$ cat config.mk
export PLATFORM = sky130hd
export DESIGN_NAME = backplane
export DESIGN_NICKNAME = d
export VERILOG_FILES = /design/src/hdl/backplane_pkg.sv /design/src/hdl/dma_arbiter.sv /design/src/hdl/io_decoder.sv /design/src/hdl/slave_response.sv /design/src/hdl/sdcard_dispatcher.sv /design/src/hdl/backplane.sv
export VERILOG_INCLUDE_DIRS = /design/src /design/src/hdl
export SDC_FILE = /design/constraint.sdc
export NUM_CORES = 1
export LEC_CHECK = 0
export ABC_AREA = 1
export ABC_CLOCK_PERIOD_IN_PS = 1800
export BUFFER_PORTS_ARGS = -buffer_cell sky130_fd_sc_hd__buf_2
export CORE_AREA = 4 4 134 136
export DETAILED_ROUTE_END_ITERATION = 16
export DIE_AREA = 0 0 138 140
export RECOVER_POWER = 100
export REMOVE_ABC_BUFFERS = 1
export SYNTH_ARGS = -nofsm -noshare
export SYNTH_HDL_FRONTEND = slang
export SYNTH_SLANG_ARGS = --single-unit
$ cat constraint.sdc
create_clock -name wb_clk -period 1.8 [get_ports wb_clk]
set_input_delay 0.09 -clock wb_clk [delete_from_list [all_inputs] [get_ports wb_clk]]
set_output_delay 0.09 -clock wb_clk [all_outputs]
set_load 0.005 [all_outputs]
$ cat src/hdl/backplane_params.svh
// Shared constants of the backplane: bus widths, slave numbering, I/O page map
// and SD card idle levels. Include it in any file that needs one of these values.

`ifndef BACKPLANE_PARAMS_SVH
`define BACKPLANE_PARAMS_SVH

// ****************************************
// bus geometry
// ****************************************
`define BUS_W    16          // data and address width
`define N_SLAVE  9           // ram plus eight i/o page devices
`define N_DMA    2           // rk, my
`define N_SD     4           // rk, dw, dx, my

// slave strobe / ack / data index
`define SL_RAM    0
`define SL_UART1  1
`define SL_UART2  2
`define SL_RK     3
`define SL_LPT    4
`define SL_DW     5
`define SL_RX     6
`define SL_MY     7
`define SL_KGD    8

// ****************************************
// i/o page map, octal byte addresses
// ****************************************
// each *_MASK is the count of low address bits ignored by the compare
`define UART1_BASE  16'o177560   // console port
`define UART1_MASK  3
`define UART2_BASE  16'o176500   // second serial port
`define UART2_MASK  3
`define LPT_BASE    16'o177514   // printer
`define LPT_MASK    2
`define RK_BASE     16'o177400   // rk11 disk
`define RK_MASK     4
`define DW_BASE     16'o174000   // dw hard disk
`define DW_MASK     5
`define RX_BASE     16'o177170   // rx01 floppy
`define RX_MASK     2
`define MY_BASE     16'o172140   // my floppy
`define MY_MASK     2
`define KGD_BASE    16'o176640   // graphics
`define KGD_MASK    3

`define IO_PAGE     3'd7         // top three address bits of the i/o page

// sd card lines while no controller holds the card
`define SD_IDLE_MOSI  1'b1
`define SD_IDLE_CS    1'b1

`endif

$ cat src/hdl/backplane_pkg.sv
// Bus types shared by the backplane modules.
// Ports name them as backplane_pkg::<type>, bodies import the package.

`default_nettype none

`include "backplane_params.svh"

package backplane_pkg;

   // one data word on the shared bus
   typedef logic [`BUS_W-1:0] bus_word_t;

   // bus address, seen as a flat byte address or split into page and offset
   typedef union packed {
      logic [`BUS_W-1:0] raw;       // full address, i/o base compares
      struct packed {
         logic [2:0]  page;         // 7 = i/o page
         logic [12:0] offset;       // byte within the 8k page
      } pg;
   } bus_addr_u;

endpackage

`default_nettype wire

$ cat src/hdl/dma_arbiter.sv
// Bus master arbiter. Holds the registered DMA grants (RK over MY), steers the
// granted master onto the shared bus and returns the bus ack to that master only.
// The CPU owns the bus whenever no DMA grant is set.

`timescale 1ns/1ps
`default_nettype none

`include "backplane_params.svh"

module dma_arbiter (
   input  logic                   wb_clk,
   input  logic                   rst_i,
   // cpu side
   input  backplane_pkg::bus_addr_u cpu_adr_i,
   input  backplane_pkg::bus_word_t cpu_dat_i,
   input  logic                   cpu_cyc_i,
   input  logic                   cpu_stb_i,
   input  logic                   cpu_we_i,
   input  logic [1:0]             cpu_sel_i,
   output logic                   cpu_gnt_o,     // 0 while a dma master owns the bus
   output logic                   cpu_ack_o,
   // dma masters, index 0 = rk, 1 = my
   input  logic [`N_DMA-1:0]      dma_req_i,     // also the master's cyc
   input  backplane_pkg::bus_addr_u dma_adr_i [`N_DMA],
   input  backplane_pkg::bus_word_t dma_dat_i [`N_DMA],
   input  logic [`N_DMA-1:0]      dma_stb_i,
   input  logic [`N_DMA-1:0]      dma_we_i,
   output logic [`N_DMA-1:0]      dma_gnt_o,
   output logic [`N_DMA-1:0]      dma_ack_o,
   // shared bus
   input  logic                   bus_ack_i,     // ored slave acks
   output backplane_pkg::bus_addr_u bus_adr_o,
   output backplane_pkg::bus_word_t bus_dat_o,
   output logic                   bus_cyc_o,
   output logic                   bus_stb_o,
   output logic                   bus_we_o,
   output logic [1:0]             bus_sel_o
);

   logic [`N_DMA-1:0] gnt_q;     // one-hot or zero
   logic [`N_DMA-1:0] gnt_nxt;

   // ****************************************
   // grant register
   // ****************************************
   // fixed priority, lowest index wins
   always_comb begin
      gnt_nxt = '0;              // no request, bus back to cpu
      for (int k = `N_DMA-1; k >= 0; k--) begin
         if (dma_req_i[k]) begin
            gnt_nxt    = '0;
            gnt_nxt[k] = 1'b1;
         end
      end
   end

   // switch owner only between bus cycles
   always_ff @(posedge wb_clk) begin
      if (rst_i) begin
         gnt_q <= '0;
      end else if (!bus_cyc_o) begin
         gnt_q <= gnt_nxt;
      end
   end

   assign dma_gnt_o = gnt_q;
   assign cpu_gnt_o = ~|gnt_q;

   // ****************************************
   // master mux
   // ****************************************
   always_comb begin
      // cpu by default
      bus_adr_o = cpu_adr_i;
      bus_dat_o = cpu_dat_i;
      bus_cyc_o = cpu_cyc_i;
      bus_stb_o = cpu_stb_i;
      bus_we_o  = cpu_we_i;
      bus_sel_o = cpu_sel_i;
      for (int k = `N_DMA-1; k >= 0; k--) begin
         if (gnt_q[k]) begin
            bus_adr_o = dma_adr_i[k];
            bus_dat_o = dma_dat_i[k];
            bus_cyc_o = dma_req_i[k];   // cyc follows the request level
            bus_stb_o = dma_stb_i[k];
            bus_we_o  = dma_we_i[k];
            bus_sel_o = 2'b11;          // dma moves whole words
         end
      end
   end

   // ack goes back to the owner only, others keep waiting
   assign cpu_ack_o = cpu_gnt_o & bus_ack_i;
   assign dma_ack_o = gnt_q & {`N_DMA{bus_ack_i}};

endmodule

`default_nettype wire

$ cat src/hdl/io_decoder.sv
// Address decoder of the shared bus. Turns the bus address, cyc and stb into
// one strobe per slave: main memory below the I/O page, one strobe per device
// register block inside it. sysram_stb_i forces the memory strobe.

`timescale 1ns/1ps
`default_nettype none

`include "backplane_params.svh"

module io_decoder (
   input  backplane_pkg::bus_addr_u bus_adr_i,
   input  logic                   bus_cyc_i,
   input  logic                   bus_stb_i,
   input  logic                   sysram_stb_i,  // cpu board service memory
   output logic [`N_SLAVE-1:0]    dev_stb_o
);

   logic act;                    // a bus access is in progress

   // address hit, low ign bits don't care
   function automatic logic io_hit(
      input logic [`BUS_W-1:0] adr,
      input logic [`BUS_W-1:0] base,
      input int                ign
   );
      return (adr >> ign) == (base >> ign);
   endfunction

   assign act = bus_cyc_i & bus_stb_i;

   // ****************************************
   // main memory
   // ****************************************
   // 000000-157776, plus the service area on request
   assign dev_stb_o[`SL_RAM] = (act & (bus_adr_i.pg.page != `IO_PAGE)) | sysram_stb_i;

   // ****************************************
   // i/o page devices
   // ****************************************
   assign dev_stb_o[`SL_UART1] = act & io_hit(bus_adr_i.raw, `UART1_BASE, `UART1_MASK);
   assign dev_stb_o[`SL_UART2] = act & io_hit(bus_adr_i.raw, `UART2_BASE, `UART2_MASK);
   assign dev_stb_o[`SL_RK]    = act & io_hit(bus_adr_i.raw, `RK_BASE, `RK_MASK);
   assign dev_stb_o[`SL_LPT]   = act & io_hit(bus_adr_i.raw, `LPT_BASE, `LPT_MASK);
   assign dev_stb_o[`SL_DW]    = act & io_hit(bus_adr_i.raw, `DW_BASE, `DW_MASK);
   assign dev_stb_o[`SL_RX]    = act & io_hit(bus_adr_i.raw, `RX_BASE, `RX_MASK);
   assign dev_stb_o[`SL_MY]    = act & io_hit(bus_adr_i.raw, `MY_BASE, `MY_MASK);
   assign dev_stb_o[`SL_KGD]   = act & io_hit(bus_adr_i.raw, `KGD_BASE, `KGD_MASK);

endmodule

`default_nettype wire

$ cat src/hdl/slave_response.sv
// Collects the slave responses for the bus master: acks are ored together,
// read data is taken from whichever slave is strobed. Slaves not strobed
// contribute zero, so an idle bus reads as zero.

`timescale 1ns/1ps
`default_nettype none

`include "backplane_params.svh"

module slave_response (
   input  logic [`N_SLAVE-1:0]      dev_stb_i,   // from the decoder
   input  logic [`N_SLAVE-1:0]      dev_ack_i,
   input  backplane_pkg::bus_word_t dev_dat_i [`N_SLAVE],
   output logic                     bus_ack_o,
   output backplane_pkg::bus_word_t bus_dat_o
);

   import backplane_pkg::*;

   // ****************************************
   // ack collection
   // ****************************************
   // a slave acks only its own strobe
   assign bus_ack_o = |dev_ack_i;

   // ****************************************
   // read data mux
   // ****************************************
   always_comb begin
      bus_word_t acc;            // running or of gated words

      acc = '0;
      for (int s = 0; s < `N_SLAVE; s++) begin
         if (dev_stb_i[s]) begin
            acc = acc | dev_dat_i[s];
         end
      end
      bus_dat_o = acc;
   end

endmodule

`default_nettype wire

$ cat src/hdl/sdcard_dispatcher.sv
// SD card dispatcher. The single card is lent to one disk controller at a
// time on a level request/ack handshake, and its MOSI and CS come from the
// holder. Controller order is RK, DW, DX, MY.

`timescale 1ns/1ps
`default_nettype none

`include "backplane_params.svh"

module sdcard_dispatcher (
   input  logic              wb_clk,
   input  logic              rst_i,
   input  logic [`N_SD-1:0]  sd_req_i,     // held for the whole card session
   input  logic [`N_SD-1:0]  sd_mosi_i,
   input  logic [`N_SD-1:0]  sd_cs_i,
   output logic [`N_SD-1:0]  sd_ack_o,     // at most one high
   output logic              sdcard_mosi_o,
   output logic              sdcard_cs_o
);

   localparam int SD_RK = 0;
   localparam int SD_DW = 1;
   localparam int SD_DX = 2;
   localparam int SD_MY = 3;

   logic [`N_SD-1:0] ack_q;
   logic [`N_SD-1:0] ack_nxt;

   // ****************************************
   // grant / release
   // ****************************************
   always_comb begin
      ack_nxt = ack_q;
      if (ack_q == '0) begin
         // idle, first requester in rk..my order takes the card
         for (int k = `N_SD-1; k >= 0; k--) begin
            if (sd_req_i[k]) begin
               ack_nxt    = '0;
               ack_nxt[k] = 1'b1;
            end
         end
      end else begin
         // busy, wait for the holder to drop its request
         for (int k = `N_SD-1; k >= 0; k--) begin
            if (ack_q[k] && !sd_req_i[k]) begin
               ack_nxt    = ack_q;
               ack_nxt[k] = 1'b0;   // one release per edge
            end
         end
      end
   end

   // a release always passes through the idle state, never straight to another
   always_ff @(posedge wb_clk) begin
      if (rst_i) begin
         ack_q <= '0;
      end else begin
         ack_q <= ack_nxt;
      end
   end

   assign sd_ack_o = ack_q;

   // ****************************************
   // card line mux
   // ****************************************
   always_comb begin
      sdcard_mosi_o = `SD_IDLE_MOSI;        // nobody holds the card
      sdcard_cs_o   = `SD_IDLE_CS;
      // later checks win, so dw > dx > my > rk
      if (ack_q[SD_RK]) begin
         sdcard_mosi_o = sd_mosi_i[SD_RK];
         sdcard_cs_o   = sd_cs_i[SD_RK];
      end
      if (ack_q[SD_MY]) begin
         sdcard_mosi_o = sd_mosi_i[SD_MY];
         sdcard_cs_o   = sd_cs_i[SD_MY];
      end
      if (ack_q[SD_DX]) begin
         sdcard_mosi_o = sd_mosi_i[SD_DX];
         sdcard_cs_o   = sd_cs_i[SD_DX];
      end
      if (ack_q[SD_DW]) begin
         sdcard_mosi_o = sd_mosi_i[SD_DW];
         sdcard_cs_o   = sd_cs_i[SD_DW];
      end
   end

endmodule

`default_nettype wire

$ cat src/hdl/backplane.sv
// Backplane top level. Chains the master arbiter, address decoder and slave
// response collector on one shared bus, next to the SD card dispatcher.
// CPU, DMA controllers and all slaves sit outside and connect here.

`timescale 1ns/1ps
`default_nettype none

`include "backplane_params.svh"

module backplane (
   input  logic                     wb_clk,
   input  logic                     rst_i,
   // cpu master
   input  backplane_pkg::bus_addr_u cpu_adr_i,
   input  backplane_pkg::bus_word_t cpu_dat_i,
   input  logic                     cpu_cyc_i,
   input  logic                     cpu_stb_i,
   input  logic                     cpu_we_i,
   input  logic [1:0]               cpu_sel_i,
   input  logic                     sysram_stb_i,
   output logic                     cpu_gnt_o,
   output logic                     cpu_ack_o,
   // dma masters, 0 = rk, 1 = my
   input  logic [`N_DMA-1:0]        dma_req_i,
   input  backplane_pkg::bus_addr_u dma_adr_i [`N_DMA],
   input  backplane_pkg::bus_word_t dma_dat_i [`N_DMA],
   input  logic [`N_DMA-1:0]        dma_stb_i,
   input  logic [`N_DMA-1:0]        dma_we_i,
   output logic [`N_DMA-1:0]        dma_gnt_o,
   output logic [`N_DMA-1:0]        dma_ack_o,
   // shared bus toward the slaves
   output backplane_pkg::bus_addr_u bus_adr_o,
   output backplane_pkg::bus_word_t bus_dat_w_o,  // write data
   output logic                     bus_cyc_o,
   output logic                     bus_stb_o,
   output logic                     bus_we_o,
   output logic [1:0]               bus_sel_o,
   output logic [`N_SLAVE-1:0]      dev_stb_o,
   input  logic [`N_SLAVE-1:0]      dev_ack_i,
   input  backplane_pkg::bus_word_t dev_dat_i [`N_SLAVE],
   output backplane_pkg::bus_word_t bus_dat_o,    // read data, all masters
   // sd card sharing, rk dw dx my
   input  logic [`N_SD-1:0]         sd_req_i,
   input  logic [`N_SD-1:0]         sd_mosi_i,
   input  logic [`N_SD-1:0]         sd_cs_i,
   output logic [`N_SD-1:0]         sd_ack_o,
   output logic                     sdcard_mosi_o,
   output logic                     sdcard_cs_o
);

   logic bus_ack;                // ored slave acks, back to the arbiter

   // ****************************************
   // bus path
   // ****************************************
   dma_arbiter u_arb (
      .wb_clk     (wb_clk),
      .rst_i      (rst_i),
      .cpu_adr_i  (cpu_adr_i),
      .cpu_dat_i  (cpu_dat_i),
      .cpu_cyc_i  (cpu_cyc_i),
      .cpu_stb_i  (cpu_stb_i),
      .cpu_we_i   (cpu_we_i),
      .cpu_sel_i  (cpu_sel_i),
      .cpu_gnt_o  (cpu_gnt_o),
      .cpu_ack_o  (cpu_ack_o),
      .dma_req_i  (dma_req_i),
      .dma_adr_i  (dma_adr_i),
      .dma_dat_i  (dma_dat_i),
      .dma_stb_i  (dma_stb_i),
      .dma_we_i   (dma_we_i),
      .dma_gnt_o  (dma_gnt_o),
      .dma_ack_o  (dma_ack_o),
      .bus_ack_i  (bus_ack),
      .bus_adr_o  (bus_adr_o),
      .bus_dat_o  (bus_dat_w_o),
      .bus_cyc_o  (bus_cyc_o),
      .bus_stb_o  (bus_stb_o),
      .bus_we_o   (bus_we_o),
      .bus_sel_o  (bus_sel_o)
   );

   io_decoder u_dec (
      .bus_adr_i    (bus_adr_o),
      .bus_cyc_i    (bus_cyc_o),
      .bus_stb_i    (bus_stb_o),
      .sysram_stb_i (sysram_stb_i),
      .dev_stb_o    (dev_stb_o)
   );

   slave_response u_rsp (
      .dev_stb_i  (dev_stb_o),
      .dev_ack_i  (dev_ack_i),
      .dev_dat_i  (dev_dat_i),
      .bus_ack_o  (bus_ack),
      .bus_dat_o  (bus_dat_o)
   );

   // ****************************************
   // sd card
   // ****************************************
   sdcard_dispatcher u_sd (
      .wb_clk        (wb_clk),
      .rst_i         (rst_i),
      .sd_req_i      (sd_req_i),
      .sd_mosi_i     (sd_mosi_i),
      .sd_cs_i       (sd_cs_i),
      .sd_ack_o      (sd_ack_o),
      .sdcard_mosi_o (sdcard_mosi_o),
      .sdcard_cs_o   (sdcard_cs_o)
   );

endmodule

`default_nettype wire

Word-level counts from Yosys, hierarchy flattened
Cells that the tools add are included.

storage, ports and cells
  flip-flop bits (word level) = 6
  bits of input ports = 275
  output and inout port bits = 74

cells by class
  multiplexer cells = 40
  eq/ne operators = 13
  bitwise operators = 21
  reduce and logical (&&, ||, !) cells = 20

operators with widths
  operator                                       count
  2-to-1 mux 16 bit                              13
  OR 16 bit                                      8
  equality test 14 bit, second input constant    3
  equality test 13 bit, second input constant    3
  2-to-1 mux 4 bit                               9
  2-to-1 mux 1 bit                               14
  equality test 12 bit, second input constant    1
  AND 1 bit                                      11
  equality test 11 bit, second input constant    1
  OR reduction 9 bit                             1
  2-to-1 mux 2 bit                               4
  nonzero test 2 bit                             4
  != test 2 x 1 -> 1 bit, second input constant  3
  zero test 1 bit                                5
  != test 5 bit, second input constant           1
  AND reduction 5 bit                            1
  logical AND 1 bit                              4
  zero test 4 bit                                1
  AND reduction 4 bit                            1
  != test 3 bit, second input constant           1
  AND reduction 3 bit                            1
  AND 2 bit                                      1
  AND reduction 2 bit                            1
  OR reduction 2 bit                             1
  OR 1 bit                                       1

Logic depth before layout (Yosys ltp)
  depth after elaboration = 22
  depth in mapped cells = 14

Modules after synthesis
A second synthesis with hierarchy kept.

second synthesis, totals
  cells, all modules = 579
  area, all modules = 2964.1 um^2

modules (own cells, without submodules)
  module             times used  sequential area each (um^2)  cells an instance  area each (um^2)
  slave_response     1           0.0                          280                1248.7
  dma_arbiter        1           40.0                         177                1102.3
  sdcard_dispatcher  1           80.1                         61                 342.8
  io_decoder         1           0.0                          61                 270.3

Worst setup path before layout
No wires, ideal clock.

  path kind = flip-flop to output port
  from = reg u_arb.gnt_q[0] (netlist: u_arb.dma_gnt_o[0])
  to = out bus_dat_o[6]
  stages on the path, launching flop included = 15
  slack = -0.008 ns
  required time = 1.710 ns
  data arrival time = 1.718 ns
  cell sequence = dfxtp_1 inv_2 buf_6 buf_6 or2_1 nand2_1 nand2_1 nor2_1 nand2_1 nor2_4 buf_6 nand2_1 nand2_1 nor2_1 nand3_1

between the ends
  elaborated cells on any way between the ends = 40
  those cells by class = eq/ne (9); mux (12); bitwise (19)

RTL lines
  item                                                   line                                text
  start, declared                                        dma_arbiter.sv:40                   logic [`N_DMA-1:0] gnt_q;
  start signal, assigned                                 dma_arbiter.sv:62                   gnt_q <= gnt_nxt;
  2-to-1 mux 16 bit or 2-to-1 mux 1 bit (tied branches)  dma_arbiter.sv:81                   if (gnt_q[k]) begin
  equality test 11 bit or AND 1 bit (tied branches)      io_decoder.sv:26, io_decoder.sv:29
  AND 1 bit *                                            io_decoder.sv:44                    assign dev_stb_o[`SL_DW] = act & io_hit(bus_adr_i.raw, `DW_BASE, `DW_MASK);
  net dev_stb_o[5]                                       backplane.sv:38                     output logic [`N_SLAVE-1:0] dev_stb_o,
  2-to-1 mux 16 bit *                                    slave_response.sv:34                if (dev_stb_i[s]) begin
  OR 16 bit                                              slave_response.sv:35                acc = acc | dev_dat_i[s];
  2-to-1 mux 16 bit *                                    slave_response.sv:34
  OR 16 bit                                              slave_response.sv:35
  2-to-1 mux 16 bit *                                    slave_response.sv:34
  OR 16 bit                                              slave_response.sv:35
  2-to-1 mux 16 bit *                                    slave_response.sv:34
  end, declared                                          backplane.sv:41                     output backplane_pkg::bus_word_t bus_dat_o,

The timed path passes the listed nets; every way through them passes the cells marked *.

Worst setup path after layout
  from = reg u_arb.gnt_q[1] (netlist: u_arb.dma_gnt_o[1])
  to = out bus_dat_o[10]

between the ends
  longest elaborated chain between the ends = 22
  elaborated cells on any way between the ends = 43
  those cells by class = eq/ne (9); mux (15); bitwise (19)

ends and longest elaborated chain
  item                                                                 line                  text
  2-to-1 mux 16 bit or 2-to-1 mux 1 bit (tied branches) (2 in series)  dma_arbiter.sv:81
  != test 3 bit (no line) or AND 1 bit (tied branches)                 --
  AND 1 bit                                                            io_decoder.sv:35      assign dev_stb_o[`SL_RAM] = (act & (bus_adr_i.pg.page != `IO_PAGE)) | sysram_stb_i;
  OR 1 bit                                                             io_decoder.sv:35
  2-to-1 mux 16 bit                                                    slave_response.sv:34
  OR 16 bit                                                            slave_response.sv:35
  2-to-1 mux 16 bit                                                    slave_response.sv:34
  OR 16 bit                                                            slave_response.sv:35
  [... 5 more ...]                                                     --
  OR 16 bit                                                            slave_response.sv:35
  2-to-1 mux 16 bit                                                    slave_response.sv:34
  OR 16 bit                                                            slave_response.sv:35
  2-to-1 mux 16 bit                                                    slave_response.sv:34
  OR 16 bit                                                            slave_response.sv:35
  2-to-1 mux 16 bit                                                    slave_response.sv:34
  OR 16 bit                                                            slave_response.sv:35
  2-to-1 mux 16 bit *                                                  slave_response.sv:34

Every way passes the cells marked *; elsewhere a longest branch is shown, timed or not.

==> flow_metrics.env <==
export IMPL_ant_nets=0
export IMPL_design_area_um2=6650
export IMPL_postSynthRegisterBits=6
export IMPL_wl_per_cell_um=15.7
export IMPL_yosysSeqAreaShare_pct=3.87
export IMPL_track_usage_pct=17.7
export IMPL_start_util_pct=18.3
export IMPL_syn_inst=657
export IMPL_critPathMaxStageDelay_ps=410
export IMPL_period_needed_ps=2300
export IMPL_p_total_mw=2.03
export IMPL_layout_drive_gt1_share_pct=55.5
export IMPL_worstSetupPathType="flip-flop to primary output"
export IMPL_finClkSkew_ps=1.29
export IMPL_crit_family="simple AND/OR/NAND/NOR gates"
export IMPL_rows=48
export IMPL_path_common_cell="nand2_4"
export IMPL_power_density_nw_per_um2=305
export IMPL_seqCellArea_um2=128
export IMPL_grt_pass1_wl_um=28200
export IMPL_netlist_area_um2=3100
export IMPL_firstDrtPassIters=6
export IMPL_numPortBuffers=348
export IMPL_tritoncts="built"
export IMPL_gp_congestion=0.949
export IMPL_clock_path_buffers=2
export IMPL_slew_headroom_pct=77.7
export IMPL_remaining_drc_errors=0
export IMPL_vias=5804
export IMPL_slowest_stage="dfxtp_4"
export IMPL_die_h_um=140
export IMPL_n_fill_cell=1814
export IMPL_violations="setup timing"
export IMPL_finalSetupViolCount=25
export IMPL_final_common_cell="buf_2"
export IMPL_critPathArrivalTime_ps=2210
export IMPL_critical_path_max_fanout=5
export IMPL_utilization_pct=39.3
export IMPL_drv_slew=0
export IMPL_cp_start_kind="flip-flop"
export IMPL_yosys_warnings=0
export IMPL_vdd_drop_max_uv=280
export IMPL_dp_cells=1265
export IMPL_synth_distinct_cells=31
export IMPL_num_io_pins=349
export IMPL_crit_path_end_kind="primary output"
export IMPL_die_area_um2=19300
export IMPL_cts_hold_buffers=0
export IMPL_tightest_slew_ps=331
export IMPL_max_freq_mhz=435
export IMPL_area_growth_pct=114
export IMPL_fin_crit_sh_pct=128
export IMPL_final_setup_tns_ps=-9460
export IMPL_hold_viol=0
export IMPL_cts_sinks=6
export IMPL_setup_ws_ps=-498
export IMPL_layout_common_cells="buf_2, nand2_1, nor2_1"
export IMPL_wl_um=20300
export IMPL_overflow=0
export IMPL_maxCapViolCount=0
export IMPL_die_width_um=138
export IMPL_path_cells="inv_6 > clkbuf_16 > nand2_4 > nand3_4 > nand2_4 > nand2_4 > inv_4 > nand2_4 > nor2_4 > buf_12 > buf_12 > nand3_2 > nand3_2 > nor2_1 > nand2_1 > buf_2"
export IMPL_antenna_found_initial=0
export IMPL_grt_max_degree=31
export IMPL_rsz0062_at_grt="true"
export IMPL_grt_pass1_vias=5428
export IMPL_finalNonFillerCells=1294
export IMPL_via_per_inst=4.49
export IMPL_drtIter0Drc=307
export IMPL_p_leak_nw=3.79
export IMPL_crit_buf_inv=6
export IMPL_multi_input_area_um2=2990
export IMPL_clk_transition_reported_paths_ps=30
export IMPL_coreArea_um2=16900
export IMPL_avgSynthCellArea_um2=4.72
export IMPL_dpl_cell_area_um2=5570
export IMPL_dpl_hpwl_um=15900
export IMPL_crit_required_ps=1710
export IMPL_cts_root_buf="clkbuf_16"
export IMPL_ctsHtreeMaxLevel=1
export IMPL_hp_class="input pin to flip-flop"
export IMPL_cts_buffers=3
export IMPL_clk_latency_ps=230
export IMPL_diodes=0
export IMPL_outcome="finished, violations left"
export IMPL_final_nets=1346
## path summary, 6_finish.rpt
path	from	end	slack, ps	cells after the start
worst max-delay path	u_arb.dma_gnt_o[1]	bus_dat_o[10]	-500	16
worst min-delay path	rst_i	u_sd.sd_ack_o[2]	130	2
worst max register to register	u_sd.sd_ack_o[1]	u_sd.sd_ack_o[3]	260	7
worst min register to register	u_sd.sd_ack_o[2]	u_sd.sd_ack_o[2]	520	2
## metrics by stage
| stage | setup WS, ps | hold slack (ps) |
|---|---|---|
| floorplan | -1410 | 159 |
| global route | -611 | 145 |
| finish | -498 | 127 |
| detailed placement | -388 | 347 |
| global placement | -336 | 348 |
| CTS | -463 | 102 |
## cell families (layout without fill, tap and decap cells)
family                 after synthesis  after routing  synth area share, %
DFF                                  6              6                 3.87
and+or+nand+nor                    487            487                 70.3
buffers and inverters              108            520                 16.3
AOI/OAI and AO/OA                   56             56                 9.56
## repair_timing
action | CTS | global route
gates cloned | 2 | 8
gates resized for setup | 65 | 106
pin swaps | 6 | 58
setup buffers | 4 | 12
setup endpoints to repair | 25 | 25
## per-layer routing
metal | vias up | wire (um) | global-route usage (%)
li1 | 2907 | - | -
met1 | 2576 | 7980 | 22.1
met2 | 282 | 10400 | 32.8
met3 | 39 | 1520 | 2.46
met4 | 0 | 457 | 3.22
met5 | - | 0 | 0
## Yosys cell counts
master    instances  area share (%)
nor3_2            8             2.6
nor3b_1           3            0.73
or2_2             9             1.8
o21ai_0           2            0.32
nor2_4            8             2.9
nor3_1            8             1.3
buf_2             7             1.1
nor2_2            4            0.81
inv_2             7            0.85
inv_1            70             8.5
nand3_2           3            0.97
buf_1             2            0.24
o211ai_1          1            0.24
and2_1            1            0.20
buf_4             6             1.5
dfxtp_1           6             3.9
a21oi_1          47             7.6
nand2_1         206              25
nand3_1         107              17
clkbuf_1          6            0.73
a211oi_1          2            0.48
o22ai_1           1            0.20
buf_6             9             3.3
or2_1             4            0.81
clkbuf_2          1            0.16
nor4_1            2            0.40
o221ai_1          2            0.56
nor2_1          117              14
nand4_1           2            0.40
o21ai_1           1            0.16
nand2_2           5             1.0
## registers in the layout, summed over array words and instances, names as in the netlist
| name | flops |
|---|---|
| u_arb.dma_gnt_o | 2 |
| u_sd.sd_ack_o | 4 |
## cell type report
cell class,instances,area share (%)
Clock buffer,3,1.13
Tap cell,225,4.23
Multi-Input combinational cell,543,44.9
Inverter,77,4.57
Sequential cell,6,1.92
Timing Repair Buffer,440,43.3
## power breakdown
group | switching (mW) | leakage (nW) | internal (mW) | total (mW)
Clock | 0.0791 | 0.0370 | 0.286 | 0.365
Sequential | 0.0218 | 0.0506 | 0.151 | 0.173
Combinational | 0.763 | 3.70 | 0.730 | 1.49
Note: power is estimated with default switching activity, not from simulation.
